## src/common/mcyclePkg.sv

```systemverilog
// Shared types for the multicycle multiply/divide unit

package mcyclePkg;

    ////////////////////////////////////////
    // Enumerations
    ////////////////////////////////////////

    // Operation select
    typedef enum logic {
        opMul = 1'b0,
        opDiv = 1'b1
    } mcycleOpE;

    // Execute control states
    typedef enum logic [1:0] {
        stIdle = 2'd0,
        stInit = 2'd1,
        stRun  = 2'd2,
        stDone = 2'd3
    } ctrlStateE;

    // Register file write address
    typedef logic [3:0] regAddrT;

    ////////////////////////////////////////
    // Structs
    ////////////////////////////////////////

    // Request tag from decode to execute
    typedef struct packed {
        mcycleOpE op;
        regAddrT  wa3;
    } mcycleTagS;

    // Write-back toward the register file
    typedef struct packed {
        logic    push;
        regAddrT wa3;
    } wbTagS;

endpackage
```

## src/hdl/mcycleTop.sv

```systemverilog
`timescale 1ns/100ps

// Multicycle multiply/divide unit
module mcycleTop #(
    parameter int Width = 32
) (
    input  logic                CLK,
    input  logic                Reset,
    input  logic                Start,
    input  mcyclePkg::mcycleOpE Op,
    input  logic [Width-1:0]    Operand1,
    input  logic [Width-1:0]    Operand2,
    input  mcyclePkg::regAddrT  Wa3,
    output logic [Width-1:0]    Result,
    output mcyclePkg::wbTagS    Wb,
    output logic                Busy
);

    logic                 reqValid;
    mcyclePkg::mcycleTagS reqTag;
    logic [Width-1:0]     reqA;
    logic [Width-1:0]     reqB;
    logic                 done;
    logic [Width-1:0]     execResult;
    mcyclePkg::regAddrT   execWa3;

    mcycleDecode #(.Width(Width)) decode (
        .CLK     (CLK),
        .Reset   (Reset),
        .Start   (Start),
        .Op      (Op),
        .Operand1(Operand1),
        .Operand2(Operand2),
        .Wa3     (Wa3),
        .Busy    (Busy),
        .ReqValid(reqValid),
        .ReqTag  (reqTag),
        .ReqA    (reqA),
        .ReqB    (reqB)
    );

    mcycleIterate #(.Width(Width)) exec (
        .CLK(CLK), .Reset(Reset), .ReqValid(reqValid), .ReqTag(reqTag),
        .ReqA(reqA), .ReqB(reqB), .Busy(Busy), .Done(done),
        .ExecResult(execResult), .ExecWa3(execWa3)
    );

    mcycleWriteback #(.Width(Width)) writeback (
        .CLK(CLK), .Reset(Reset), .Done(done), .ExecResult(execResult),
        .ExecWa3(execWa3), .Result(Result), .Wb(Wb)
    );

endmodule

```

## src/hdl/mcycleWriteback.sv

```systemverilog
`timescale 1ns/100ps

// Result stage toward the register file write port
module mcycleWriteback #(
    parameter int Width = 32
) (
    input  logic               CLK,
    input  logic               Reset,
    input  logic               Done,
    input  logic [Width-1:0]   ExecResult,
    input  mcyclePkg::regAddrT ExecWa3,
    output logic [Width-1:0]   Result,
    output mcyclePkg::wbTagS   Wb
);

    logic               pushReg;
    logic [Width-1:0]   resultReg;
    mcyclePkg::regAddrT wa3Reg;

    ////////////////////////////////////////
    // Push strobe
    ////////////////////////////////////////

    always_ff @(posedge CLK or posedge Reset) begin
        if (Reset) begin
            pushReg <= 1'b0;
        end else begin
            pushReg <= Done;
        end
    end

    ////////////////////////////////////////
    // Result latch
    ////////////////////////////////////////

    // Holds until the next completed operation
    always_ff @(posedge CLK or posedge Reset) begin
        if (Reset) begin
            resultReg <= '0;
            wa3Reg    <= '0;
        end else if (Done) begin
            resultReg <= ExecResult;
            wa3Reg    <= ExecWa3;
        end
    end

    assign Result  = resultReg;
    assign Wb.push = pushReg;
    assign Wb.wa3  = wa3Reg;

    // Register file sees one write per operation
    assert property (@(posedge CLK) disable iff (Reset)
        pushReg |=> !pushReg)
    else $error("Write-back push held for two cycles");

endmodule

```

## src/mcycleExec/mcycleIterate.sv

```systemverilog
`timescale 1ns/100ps

// Shift-and-add multiply and restoring divide datapath
module mcycleIterate #(
    parameter int Width = 32
) (
    input  logic                 CLK,
    input  logic                 Reset,
    input  logic                 ReqValid,
    input  mcyclePkg::mcycleTagS ReqTag,
    input  logic [Width-1:0]     ReqA,
    input  logic [Width-1:0]     ReqB,
    output logic                 Busy,
    output logic                 Done,
    output logic [Width-1:0]     ExecResult,
    output mcyclePkg::regAddrT   ExecWa3
);

    logic init;
    logic shift;
    logic write;
    logic decide;

    mcyclePkg::mcycleOpE opReg;
    logic                isDiv;
    logic                initDiv;

    // Upper half is the partial product or remainder, lower half the
    // multiplier or dividend/quotient bits
    logic [2*Width-1:0] acc;
    logic [Width-1:0]   opShift;
    mcyclePkg::regAddrT wa3Reg;

    logic [Width-1:0] addA;
    logic [Width-1:0] addB;
    logic [Width:0]   sumFull;
    logic [Width-1:0] sum;
    logic             carryOut;

    ////////////////////////////////////////
    // Control
    ////////////////////////////////////////

    mcycleControl #(
        .Width(Width)
    ) control (
        .CLK     (CLK),
        .Reset   (Reset),
        .ReqValid(ReqValid),
        .Decide  (decide),
        .Init    (init),
        .Shift   (shift),
        .Write   (write),
        .Busy    (Busy),
        .Done    (Done)
    );

    always_ff @(posedge CLK or posedge Reset) begin
        if (Reset) begin
            opReg <= mcyclePkg::opMul;
        end else if (init) begin
            opReg <= ReqTag.op;
        end
    end

    assign isDiv   = (opReg == mcyclePkg::opDiv);
    assign initDiv = (ReqTag.op == mcyclePkg::opDiv);

    ////////////////////////////////////////
    // Carry adder
    ////////////////////////////////////////

    // Divide compares the remainder after its left shift
    assign addA = isDiv ? acc[2*Width-2 -: Width] : acc[2*Width-1 -: Width];
    // Subtract as invert plus carry-in
    assign addB = isDiv ? ~opShift : opShift;

    assign sumFull  = {1'b0, addA} + {1'b0, addB} + {{Width{1'b0}}, isDiv};
    assign sum      = sumFull[Width-1:0];
    assign carryOut = sumFull[Width];

    // No borrow, or a remainder bit shifted past the top, means subtract
    assign decide = isDiv ? (carryOut | acc[2*Width-1]) : acc[0];

    ////////////////////////////////////////
    // Accumulator step
    ////////////////////////////////////////

    always_ff @(posedge CLK) begin
        if (init) begin
            acc     <= {{Width{1'b0}}, initDiv ? ReqA : ReqB};
            opShift <= initDiv ? ReqB : ReqA;
            wa3Reg  <= ReqTag.wa3;
        end else if (shift) begin
            if (!isDiv) begin
                // Multiply, shift right with optional add
                if (write) begin
                    acc <= {carryOut, sum, acc[Width-1:1]};
                end else begin
                    acc <= {1'b0, acc[2*Width-1:1]};
                end
            end else begin
                // Divide, shift left and set quotient bit on subtract
                if (write) begin
                    acc <= {sum, acc[Width-2:0], 1'b1};
                end else begin
                    acc <= {acc[2*Width-2:0], 1'b0};
                end
            end
        end
    end

    assign ExecResult = acc[Width-1:0];
    assign ExecWa3    = wa3Reg;

endmodule

```

## src/mcycleExec/mcycleControl.sv

```systemverilog
`timescale 1ns/100ps

// Sequencer for the iterative multiply/divide datapath
module mcycleControl #(
    parameter int Width = 32
) (
    input  logic CLK,
    input  logic Reset,
    input  logic ReqValid,
    input  logic Decide,
    output logic Init,
    output logic Shift,
    output logic Write,
    output logic Busy,
    output logic Done
);

    localparam int CntW = $clog2(Width);
    localparam logic [CntW-1:0] LastCnt = CntW'(Width - 1);

    mcyclePkg::ctrlStateE state;
    mcyclePkg::ctrlStateE nextState;
    logic [CntW-1:0]      iterCnt;

    ////////////////////////////////////////
    // State register and counter
    ////////////////////////////////////////

    always_ff @(posedge CLK or posedge Reset) begin
        if (Reset) begin
            state   <= mcyclePkg::stIdle;
            iterCnt <= '0;
        end else begin
            state <= nextState;
            // Counter restarts on the way into the run phase
            if (state == mcyclePkg::stInit) begin
                iterCnt <= '0;
            end else if (state == mcyclePkg::stRun) begin
                iterCnt <= iterCnt + 1'b1;
            end
        end
    end

    ////////////////////////////////////////
    // Next state
    ////////////////////////////////////////

    always_comb begin
        nextState = state;
        case (state)
            mcyclePkg::stIdle: begin
                if (ReqValid) begin
                    nextState = mcyclePkg::stInit;
                end
            end
            mcyclePkg::stInit: begin
                nextState = mcyclePkg::stRun;
            end
            mcyclePkg::stRun: begin
                // One step per clock, Width steps in all
                if (iterCnt == LastCnt) begin
                    nextState = mcyclePkg::stDone;
                end
            end
            mcyclePkg::stDone: begin
                nextState = mcyclePkg::stIdle;
            end
            default: begin
                nextState = mcyclePkg::stIdle;
            end
        endcase
    end

    ////////////////////////////////////////
    // Datapath strobes
    ////////////////////////////////////////

    // Operands load on the edge that leaves idle
    assign Init  = (state == mcyclePkg::stIdle) && ReqValid;
    assign Shift = (state == mcyclePkg::stRun);
    // Keep the adder result only when the datapath asks for it
    assign Write = (state == mcyclePkg::stRun) && Decide;
    assign Busy  = (state != mcyclePkg::stIdle);
    assign Done  = (state == mcyclePkg::stDone);

    // Every step needs a known add-or-shift decision from the datapath
    assert property (@(posedge CLK) disable iff (Reset)
        Shift |-> !$isunknown(Decide))
    else $error("Decide unknown during an iteration step");

endmodule

```

## src/hdl/mcycleDecode.sv

```systemverilog
`timescale 1ns/100ps

// Request capture stage of the multiply/divide unit
module mcycleDecode #(
    parameter int Width = 32
) (
    input  logic                 CLK,
    input  logic                 Reset,
    input  logic                 Start,
    input  mcyclePkg::mcycleOpE  Op,
    input  logic [Width-1:0]     Operand1,
    input  logic [Width-1:0]     Operand2,
    input  mcyclePkg::regAddrT   Wa3,
    input  logic                 Busy,
    output logic                 ReqValid,
    output mcyclePkg::mcycleTagS ReqTag,
    output logic [Width-1:0]     ReqA,
    output logic [Width-1:0]     ReqB
);

    logic accept;

    // Start is dropped while execute works or a request is still pending
    assign accept = Start && !Busy && !ReqValid;

    ////////////////////////////////////////
    // Request strobe
    ////////////////////////////////////////

    always_ff @(posedge CLK or posedge Reset) begin
        if (Reset) begin
            ReqValid <= 1'b0;
        end else begin
            ReqValid <= accept;
        end
    end

    ////////////////////////////////////////
    // Captured request
    ////////////////////////////////////////

    // Held until the next accepted Start
    always_ff @(posedge CLK) begin
        if (accept) begin
            ReqTag.op  <= Op;
            ReqTag.wa3 <= Wa3;
            ReqA       <= Operand1;
            ReqB       <= Operand2;
        end
    end

    // Execute must be idle whenever a request is handed over
    assert property (@(posedge CLK) disable iff (Reset)
        !(ReqValid && Busy))
    else $error("Request issued while execute is busy");

endmodule

```

## config.mk

```make
export PLATFORM = sky130hd
export DESIGN_NAME = mcycleTop
export DESIGN_NICKNAME = d
export VERILOG_FILES = /design/src/common/mcyclePkg.sv /design/src/hdl/mcycleTop.sv /design/src/hdl/mcycleWriteback.sv /design/src/mcycleExec/mcycleIterate.sv /design/src/mcycleExec/mcycleControl.sv /design/src/hdl/mcycleDecode.sv
export SDC_FILE = /design/constraint.sdc
export NUM_CORES = 1
export LEC_CHECK = 0
export ABC_AREA = 1
export BUFFER_PORTS_ARGS = -buffer_cell sky130_fd_sc_hd__buf_4
export CORE_MARGIN = 5
export CORE_UTILIZATION = 34
export DETAILED_ROUTE_END_ITERATION = 7
export PLACE_DENSITY = 0.61
export SLEW_MARGIN = 10
export SYNTH_ARGS = -nofsm -noshare
export SYNTH_HDL_FRONTEND = slang
export SYNTH_SLANG_ARGS = --single-unit
export TNS_END_PERCENT = 20
```

## constraint.sdc

```tcl
create_clock -name CLK -period 7.5 [get_ports CLK]
set_input_delay 1.125 -clock CLK [delete_from_list [all_inputs] [get_ports CLK]]
set_output_delay 1.125 -clock CLK [all_outputs]
set_load 0.005 [all_outputs]
```

; Word-level counts from Yosys, hierarchy flattened
; Index checks and enable logic that the tools add are counted.
[word_totals]
regBits = 215
in_bits = 72
out_inout_bits = 38
elab_cells = 52
[classes]
add_sub_neg = 3
eq_ne = 6
muxes = 15
bitwise = 2
reduce_logical = 11
[ops]
columns = operator, n
row1 = $mux W32, 6
row2 = $mux W64, 3
row3 = $add A32 B32 Y33, 1
row4 = $add A33 B1 Y33, 1
row5 = $not A32 Y32, 1
row6 = $mux W5, 2
row7 = $pmux W2 S4, 1
row8 = $reduce_bool A2 Y1, 3
row9 = $add A5 B1 Y5 const B, 1
row10 = $eq A5 B5 Y1 const B, 1
row11 = $eq A2 B2 Y1 const B, 2
row12 = $logic_and A1 B1 Y1, 4
row13 = $mux W2, 2
row14 = $eq A2 B1 Y1 const B, 1
row15 = $logic_not A1 Y1, 2
row16 = $logic_not A2 Y1, 1
row17 = $ne A2 B1 Y1 const B, 1
row18 = $ne A2 B2 Y1 const B, 1
row19 = $reduce_and A2 Y1, 1
row20 = $mux W1, 1
row21 = $or A1 B1 Y1, 1

; Logic depth before layout (Yosys ltp)
[depth]
ltp_word = 11
mapped_depth = 23
depth_no_buf = 22

; By module
; A second synthesis with hierarchy kept.
[hier_totals]
hier_cells = 1501
area_unflattened_um2 = 12157.9
[by_module_without_submodules]
columns = module, n_inst, cells_each, area_each_um2, seq_area_each_um2
row1 = mcycleIterate, 1, 1218, 8147.8, 2707.6
row2 = mcycleDecode, 1, 74, 2114.5, 2097.0
row3 = mcycleWriteback, 1, 155, 1455.1, 925.9
row4 = mcycleControl, 1, 54, 440.4, 175.2

; Worst setup path before layout
; Ideal clock, no wire load.
[synth_timing]
path_type = input port to flip-flop
from = in Start
to = reg decode.ReqA[0] (enable)
setup_ns = 0.499
t_arrival_ns = 4.099
required_time_ns = 7.001
path_slack_ns = 2.902
path_stages = 2
path_buffers = 0
path_cell_list = nand2_1 -> nor2_1
[synth_between]
elab_chain_cells = 2
[synth_lines]
columns = item, line_no
row1 = "start, declared", mcycleTop.sv:9  ; input logic Start,
row2 = $logic_and A1 B1 Y1 (2 in a row), mcycleDecode.sv:24  ; assign accept = Start && !Busy && !ReqValid;
row3 = via decode.accept, mcycleDecode.sv:21  ; logic accept;
row4 = "end signal, assigned", mcycleDecode.sv:47  ; ReqA <= Operand1;
row5 = "end, declared", mcycleDecode.sv:17  ; output logic [Width-1:0] ReqA,
; The timed path passes the listed nets, and every way through them passes these cells.
; A chain may end at the register's enable or synchronous reset.

; Worst setup path in the final report
[layout_timing]
from = reg exec.opReg, in the netlist exec.isDiv
to = reg exec.acc[48]
[layout_between]
elab_chain_cells = 8
word_cells_on_any_way = 10
classes_between = add/sub: 2 / mux: 6 / bitwise: 1 / reduce/logical: 1
[layout_lines]
columns = item, line_no
row1 = "start, declared", mcycleIterate.sv:24  ; mcyclePkg::mcycleOpE opReg;
row2 = "start signal, assigned", mcycleIterate.sv:60  ; opReg <= mcyclePkg::opMul;
row3 = "start signal, assigned", mcycleIterate.sv:62  ; opReg <= ReqTag.op;
row4 = $mux W32 (on tied branches), "mcycleIterate.sv:74, mcycleIterate.sv:76"
row5 = $add A32 B32 Y33, mcycleIterate.sv:78  ; assign sumFull = {1'b0, addA} + {1'b0, addB} + {{Width{1'b0}}, isDiv};
row6 = $add A33 B1 Y33, mcycleIterate.sv:78
row7 = $or A1 B1 Y1, mcycleIterate.sv:83  ; assign decide = isDiv ? (carryOut | acc[2*Width-1]) : acc[0];
row8 = $mux W1, mcycleIterate.sv:83
row9 = $logic_and A1 B1 Y1, mcycleControl.sv:82  ; assign Write = (state == mcyclePkg::stRun) && Decide;
row10 = $mux W64 (on tied branches), "mcycleIterate.sv:97, mcycleIterate.sv:104"
row11 = $mux W64 (*), mcycleIterate.sv:95  ; if (!isDiv) begin
row12 = "end signal, assigned", mcycleIterate.sv:91  ; acc <= {{Width{1'b0}}, initDiv ? ReqA : ReqB};
row13 = "end signal, assigned", mcycleIterate.sv:98  ; acc <= {carryOut, sum, acc[Width-1:1]};
row14 = "end signal, assigned", mcycleIterate.sv:100  ; acc <= {1'b0, acc[2*Width-1:1]};
row15 = "end, declared", mcycleIterate.sv:30  ; logic [2*Width-1:0] acc;
; Mark *: on every way between the ends. The rest lies on a longest branch, timed or not.

==> parameters.txt <==
Parameter                              Value

Clock network
  Post-CTS Setup Repair Bufs ... 0
  Latest clock arrival within the worst-skew pair ... around 0.52 ns
  Post-CTS resize count ... 0
  Worst-case clock buffer depth ... 3
  Number of levels the H-tree was split into ... 1
  CTS root buffer ... sky130_fd_sc_hd__clkbuf_16
  Clock transition at the registers of the reported paths ... 0.07 ns
  CTS tree ... done
  Number of buffers inserted during clock tree synthesis ... 23
  Clock Sinks ... 215
  Number of hold buffers added after CTS ... 0

Synth
  Top flip-flop cell by instance count after synthesis ... sky130_fd_sc_hd__edfxtp_1
  Top cell type's share of synthesized area ... between 30% and 40%
  Cells after Synth ... roughly 1500
  Synthesis Warnings ... 0
  Register bit total from synthesis ... 215
  Async SR Flop Fraction ... a little over a fifth
  EDFF count, synth ... approximately 140
  Library cell occupying the most area in the post-synthesis netlist ... sky130_fd_sc_hd__edfxtp_1
  Sequential-to-total area share from yosys stat ... 49.2%
  Mapped Area ... 0.0120 mm^2
  Per-instance average area after synthesis ... 8.23 um^2
  Largest cells by area after synthesis ... sky130_fd_sc_hd__edfxtp_1 (34%), sky130_fd_sc_hd__nand2_1 (12%), sky130_fd_sc_hd__dfrtp_1 (9.6%)
  Post-synthesis cell type count ... 43
  Net count after synthesis ... 1569

Power and ir drop
  Psw ... ~0.0031 W
  Leakage Power ... 6.22 nW
  Worst IR drop on VDD ... 241 uV
  Power density over cell area ... 491 mW/mm^2
  Clk network pwr share ... 18.2%
  Cell internal power dissipation ... 0.00379 W
  Combinational share of power ... 52.3%
  Sw Share ... 45.0%
  Share of power burned in registers ... 29.5%

Setup path
  Critical path's most frequent cell ... sky130_fd_sc_hd__nand2_2
  Crit Reg-Reg Endpoint ... exec.acc[48]
  Required time worst endpoint ... 7.95 ns
  Reg-to-reg critical path startpoint ... exec.isDiv
  Top delay family on crit path ... simple AND/OR/NAND/NOR gates
  FF-to-FF path depth ... 18
  Flop-to-flop setup slack ... 3.15 ns
  Start-to-end type of the worst setup path ... register to register
  Slowest stage delay, CP ... 0.91 ns
  Critical path arrival ... 4.80 ns
  Cell-by-cell listing of the critical path ... buf_4, o21ai_0, fa_1, nand2_1, nand2_1, nand3_2, nand2_2, nand2_2, nand2_2, nand2_2, nand2_2, nand2_4, nand2_8, inv_4, nand2_2, nand3_1, nand3_1, nand2_1
  Slowest cell on the critical path ... sky130_fd_sc_hd__dfrtp_4
  Critical Path Start Type ... register
  Critical path buffer and inverter count ... 2
  Critical path fanouts, max ... approximately 80
  Sort of element at the end of the critical path ... register

STA
  Unrepaired setup endpoints after global routing ... no
  Worst hold slack after final layout ... 0.418 ns
  Highest clock rate ... 0.230 GHz
  Post-route fraction of the period consumed by the critical path ... 58.1%
  Worst Tran Pin Value ... 1.05 ns
  Skew final ... 0.0184 ns
  Max transition margin ... 30.0%
  Setup violation total in the final timing report ... 0
  Total negative slack ... 0 ns
  Number of hold violations in the final report ... 0
  Number of pins exceeding their max-slew limit in the final report ... 0
  Clock period minus worst slack ... roughly 4.4 ns

Detailed routing
  Routed WL per cell ... 15.4 um
  DR vias ... slightly below 10000
  DRC marker count from the first detailed-route iteration ... 738
  Total Wirelength ... 30900 um
  Via-to-Cell Ratio ... 4.86
  Drt drc ... 0
  DRT antenna net count ... 0
  DRT Pass-1 Iters ... 5

Placed design
  Routability congestion estimate from global placement ... roughly 0.9
  Half-perimeter wire length after detailed placement ... 22100 um
  Placed cell count ... 1971
  Port Buffers ... around 110

Global route
  Total grt overflow ... 0
  Maximum number of pins on one net before global-route repair ... roughly 80
  Wire length of the first global-routing pass ... 50200 um
  GRT Util Overall ... between 10% and 20%
  Number of antenna violations at the first check in global routing ... 0
  Via count of the first global-routing pass ... 9556

Final layout
  Number of nets in the finished design ... 1652
  Filler cells ... 3488
  Inserted Diodes ... 0
  Layout Area Growth over Synthesis ... 17.0%
  Count of placed standard cells in the final layout, fillers left out ... 2012
  Fraction of layout cells with a size suffix above 1 ... 13.6%

Hold path
  Endpoint with the worst hold slack ... exec.ExecWa3[1]
  Hold Path Class ... register to register
  Worst hold path depth ... 0
  Min-Delay Startpoint ... decode.ReqTag[1]

Floorplanning
  Initial Util ... 34.6%
  Site Rows ... 68
  I/O pin cnt ... between 100 and 150
  Width of the chip ... 198 um
  Area of the core region ... 0.0347 mm^2
  Die height ... 198 um
  Die outline area ... between 0.03 and 0.04 mm^2

Status
  Result of the run ... finished, final reports clean

Run
  Count of maximum capacitance violations ... 0
[cells by family after synthesis]
| family | synth area share, % |
|---|---|
| XOR/XNOR | 3.29 |
| AO/OA/AOI/OAI | 13.4 |
| AND/OR/NAND/NOR | 20.9 |
| buffers and inverters | 7.44 |
| multiplexers | 1.59 |
| flip-flops | 49.2 |
| adder cells (fa/ha/maj) | 4.13 |
[placed cells by master, fill, tap and decap left out, types with 3 or more instances in the layout]
master,n
sky130_fd_sc_hd__clkbuf_16,23
sky130_fd_sc_hd__clkinv_2,3
sky130_fd_sc_hd__inv_2,7
sky130_fd_sc_hd__o21bai_1,7
sky130_fd_sc_hd__dfrtp_1,45
sky130_fd_sc_hd__mux2_2,16
sky130_fd_sc_hd__xor2_1,44
sky130_fd_sc_hd__nand2_1,394
sky130_fd_sc_hd__dfxtp_1,32
sky130_fd_sc_hd__nor2_2,3
sky130_fd_sc_hd__buf_4,120
sky130_fd_sc_hd__o21ai_0,152
sky130_fd_sc_hd__or2_2,3
sky130_fd_sc_hd__inv_1,155
sky130_fd_sc_hd__ha_1,37
sky130_fd_sc_hd__nor3_1,10
sky130_fd_sc_hd__nand3_1,89
sky130_fd_sc_hd__edfxtp_1,137
sky130_fd_sc_hd__bufinv_16,6
sky130_fd_sc_hd__nand2_2,14
sky130_fd_sc_hd__a21oi_1,145
sky130_fd_sc_hd__nand3b_1,4
sky130_fd_sc_hd__o22ai_1,3
sky130_fd_sc_hd__nor2_1,74
[state kept, by name (all words and copies together) (netlist names), 2 cells and up]
| register | count |
|---|---|
| decode.ReqA | 32 |
| exec.acc | 64 |
| writeback.wa3Reg | 4 |
| writeback.Result | 32 |
| decode.ReqB | 32 |
| decode.ReqTag | 5 |
| exec.control.state | 2 |
| exec.ExecWa3 | 4 |
| exec.opShift | 32 |
| exec.control.iterCnt | 5 |
[cell usage after synthesis, types with 2 or more instances]
master and count:
sky130_fd_sc_hd__xor2_1 44, sky130_fd_sc_hd__clkbuf_1 44, sky130_fd_sc_hd__a21oi_1 145, sky130_fd_sc_hd__o21ai_1 2
sky130_fd_sc_hd__inv_2 4, sky130_fd_sc_hd__mux2_2 16, sky130_fd_sc_hd__edfxtp_1 137, sky130_fd_sc_hd__or2_2 3
sky130_fd_sc_hd__nor2_1 75, sky130_fd_sc_hd__nor4_1 2, sky130_fd_sc_hd__ha_1 38, sky130_fd_sc_hd__nor3_1 10
sky130_fd_sc_hd__buf_2 9, sky130_fd_sc_hd__buf_4 4, sky130_fd_sc_hd__nand2_2 14, sky130_fd_sc_hd__a31oi_1 2
sky130_fd_sc_hd__buf_1 3, sky130_fd_sc_hd__dfxtp_1 32, sky130_fd_sc_hd__o21ai_0 152, sky130_fd_sc_hd__dfrtp_1 46
sky130_fd_sc_hd__a21o_1 2, sky130_fd_sc_hd__o21bai_1 7, sky130_fd_sc_hd__nand3_1 89, sky130_fd_sc_hd__clkinv_1 2
sky130_fd_sc_hd__a21oi_2 2, sky130_fd_sc_hd__inv_1 156, sky130_fd_sc_hd__nand4_1 2, sky130_fd_sc_hd__nand3b_1 4
sky130_fd_sc_hd__o22ai_1 3, sky130_fd_sc_hd__nor2_2 3, sky130_fd_sc_hd__nand2_1 394
[power groups by stage]
stage                     Sequential (W)  Clock (W)  Combinational [W]
after floorplan                  0.00193          0            0.00270
after global placement           0.00205          0            0.00355
after detailed placement         0.00205          0            0.00358
after CTS                        0.00203    0.00129            0.00360
after global routing             0.00208    0.00133            0.00409
final                            0.00203    0.00125            0.00360
[layout make-up]
cell class / count / area, um^2 / area share [%]
clock buffer: 26 / 597 / 4.25
clock inverter: 15 / 236 / 1.69
inverter: 163 / 614 / 4.38
multi-input combinational: 1018 / 5210 / 37.1
sequential: 215 / 5910 / 42.1
tap: 455 / 569 / 4.06
timing repair buffer: 120 / 901 / 6.42
[how the worst max path moves through the flow]
stage | start | to | depth (start not counted)
4_1_cts | exec.isDiv | exec.acc[48] | 18
6_report | exec.isDiv | exec.acc[48] | 18
3_5_place_dp | exec.isDiv | exec.acc[50] | 18
3_3_place_gp | exec.isDiv | exec.acc[31] | 18
2_1_floorplan | Start | decode.ReqA[0] | 2
5_1_grt | exec.isDiv | exec.acc[48] | 18
[routing by layer]
layer | up-vias | wire (um) | GRT usage (%)
li1 | 5000 | - | -
met1 | 4513 | 14000 | 21.6
met2 | 227 | 15000 | 26.8
met3 | 37 | 1480 | 1.91
met4 | 0 | 422 | 2.68
met5 | - | 0 | 0
[metrics by stage]
step                      worst slack [ns]  total power [W]  area, um^2  utilization, %
after CTS                             3.13          0.00692       14000            40.4
after floorplan                       2.90          0.00463       12000               -
after global routing                  2.70          0.00750       14000            40.4
after detailed placement              3.19          0.00563       13200            38.0
after global placement                3.27          0.00560       13200            38.0
final                                 3.15          0.00689       14000            40.4
[worst reg2reg max path, cell delays in order (launching register included)]
cell,delay (ns)
sky130_fd_sc_hd__dfrtp_4,0.91
sky130_fd_sc_hd__buf_4,0.77
sky130_fd_sc_hd__o21ai_0,0.36
sky130_fd_sc_hd__fa_1,0.47
sky130_fd_sc_hd__nand2_1,0.10
sky130_fd_sc_hd__nand2_1,0.10
sky130_fd_sc_hd__nand3_2,0.10
sky130_fd_sc_hd__nand2_2,0.08
sky130_fd_sc_hd__nand2_2,0.07
sky130_fd_sc_hd__nand2_2,0.08
sky130_fd_sc_hd__nand2_2,0.10
sky130_fd_sc_hd__nand2_2,0.07
sky130_fd_sc_hd__nand2_4,0.09
sky130_fd_sc_hd__nand2_8,0.17
sky130_fd_sc_hd__inv_4,0.38
sky130_fd_sc_hd__nand2_2,0.09
sky130_fd_sc_hd__nand3_1,0.16
sky130_fd_sc_hd__nand3_1,0.10
sky130_fd_sc_hd__nand2_1,0.10
(Power assumes the default switching activity.)
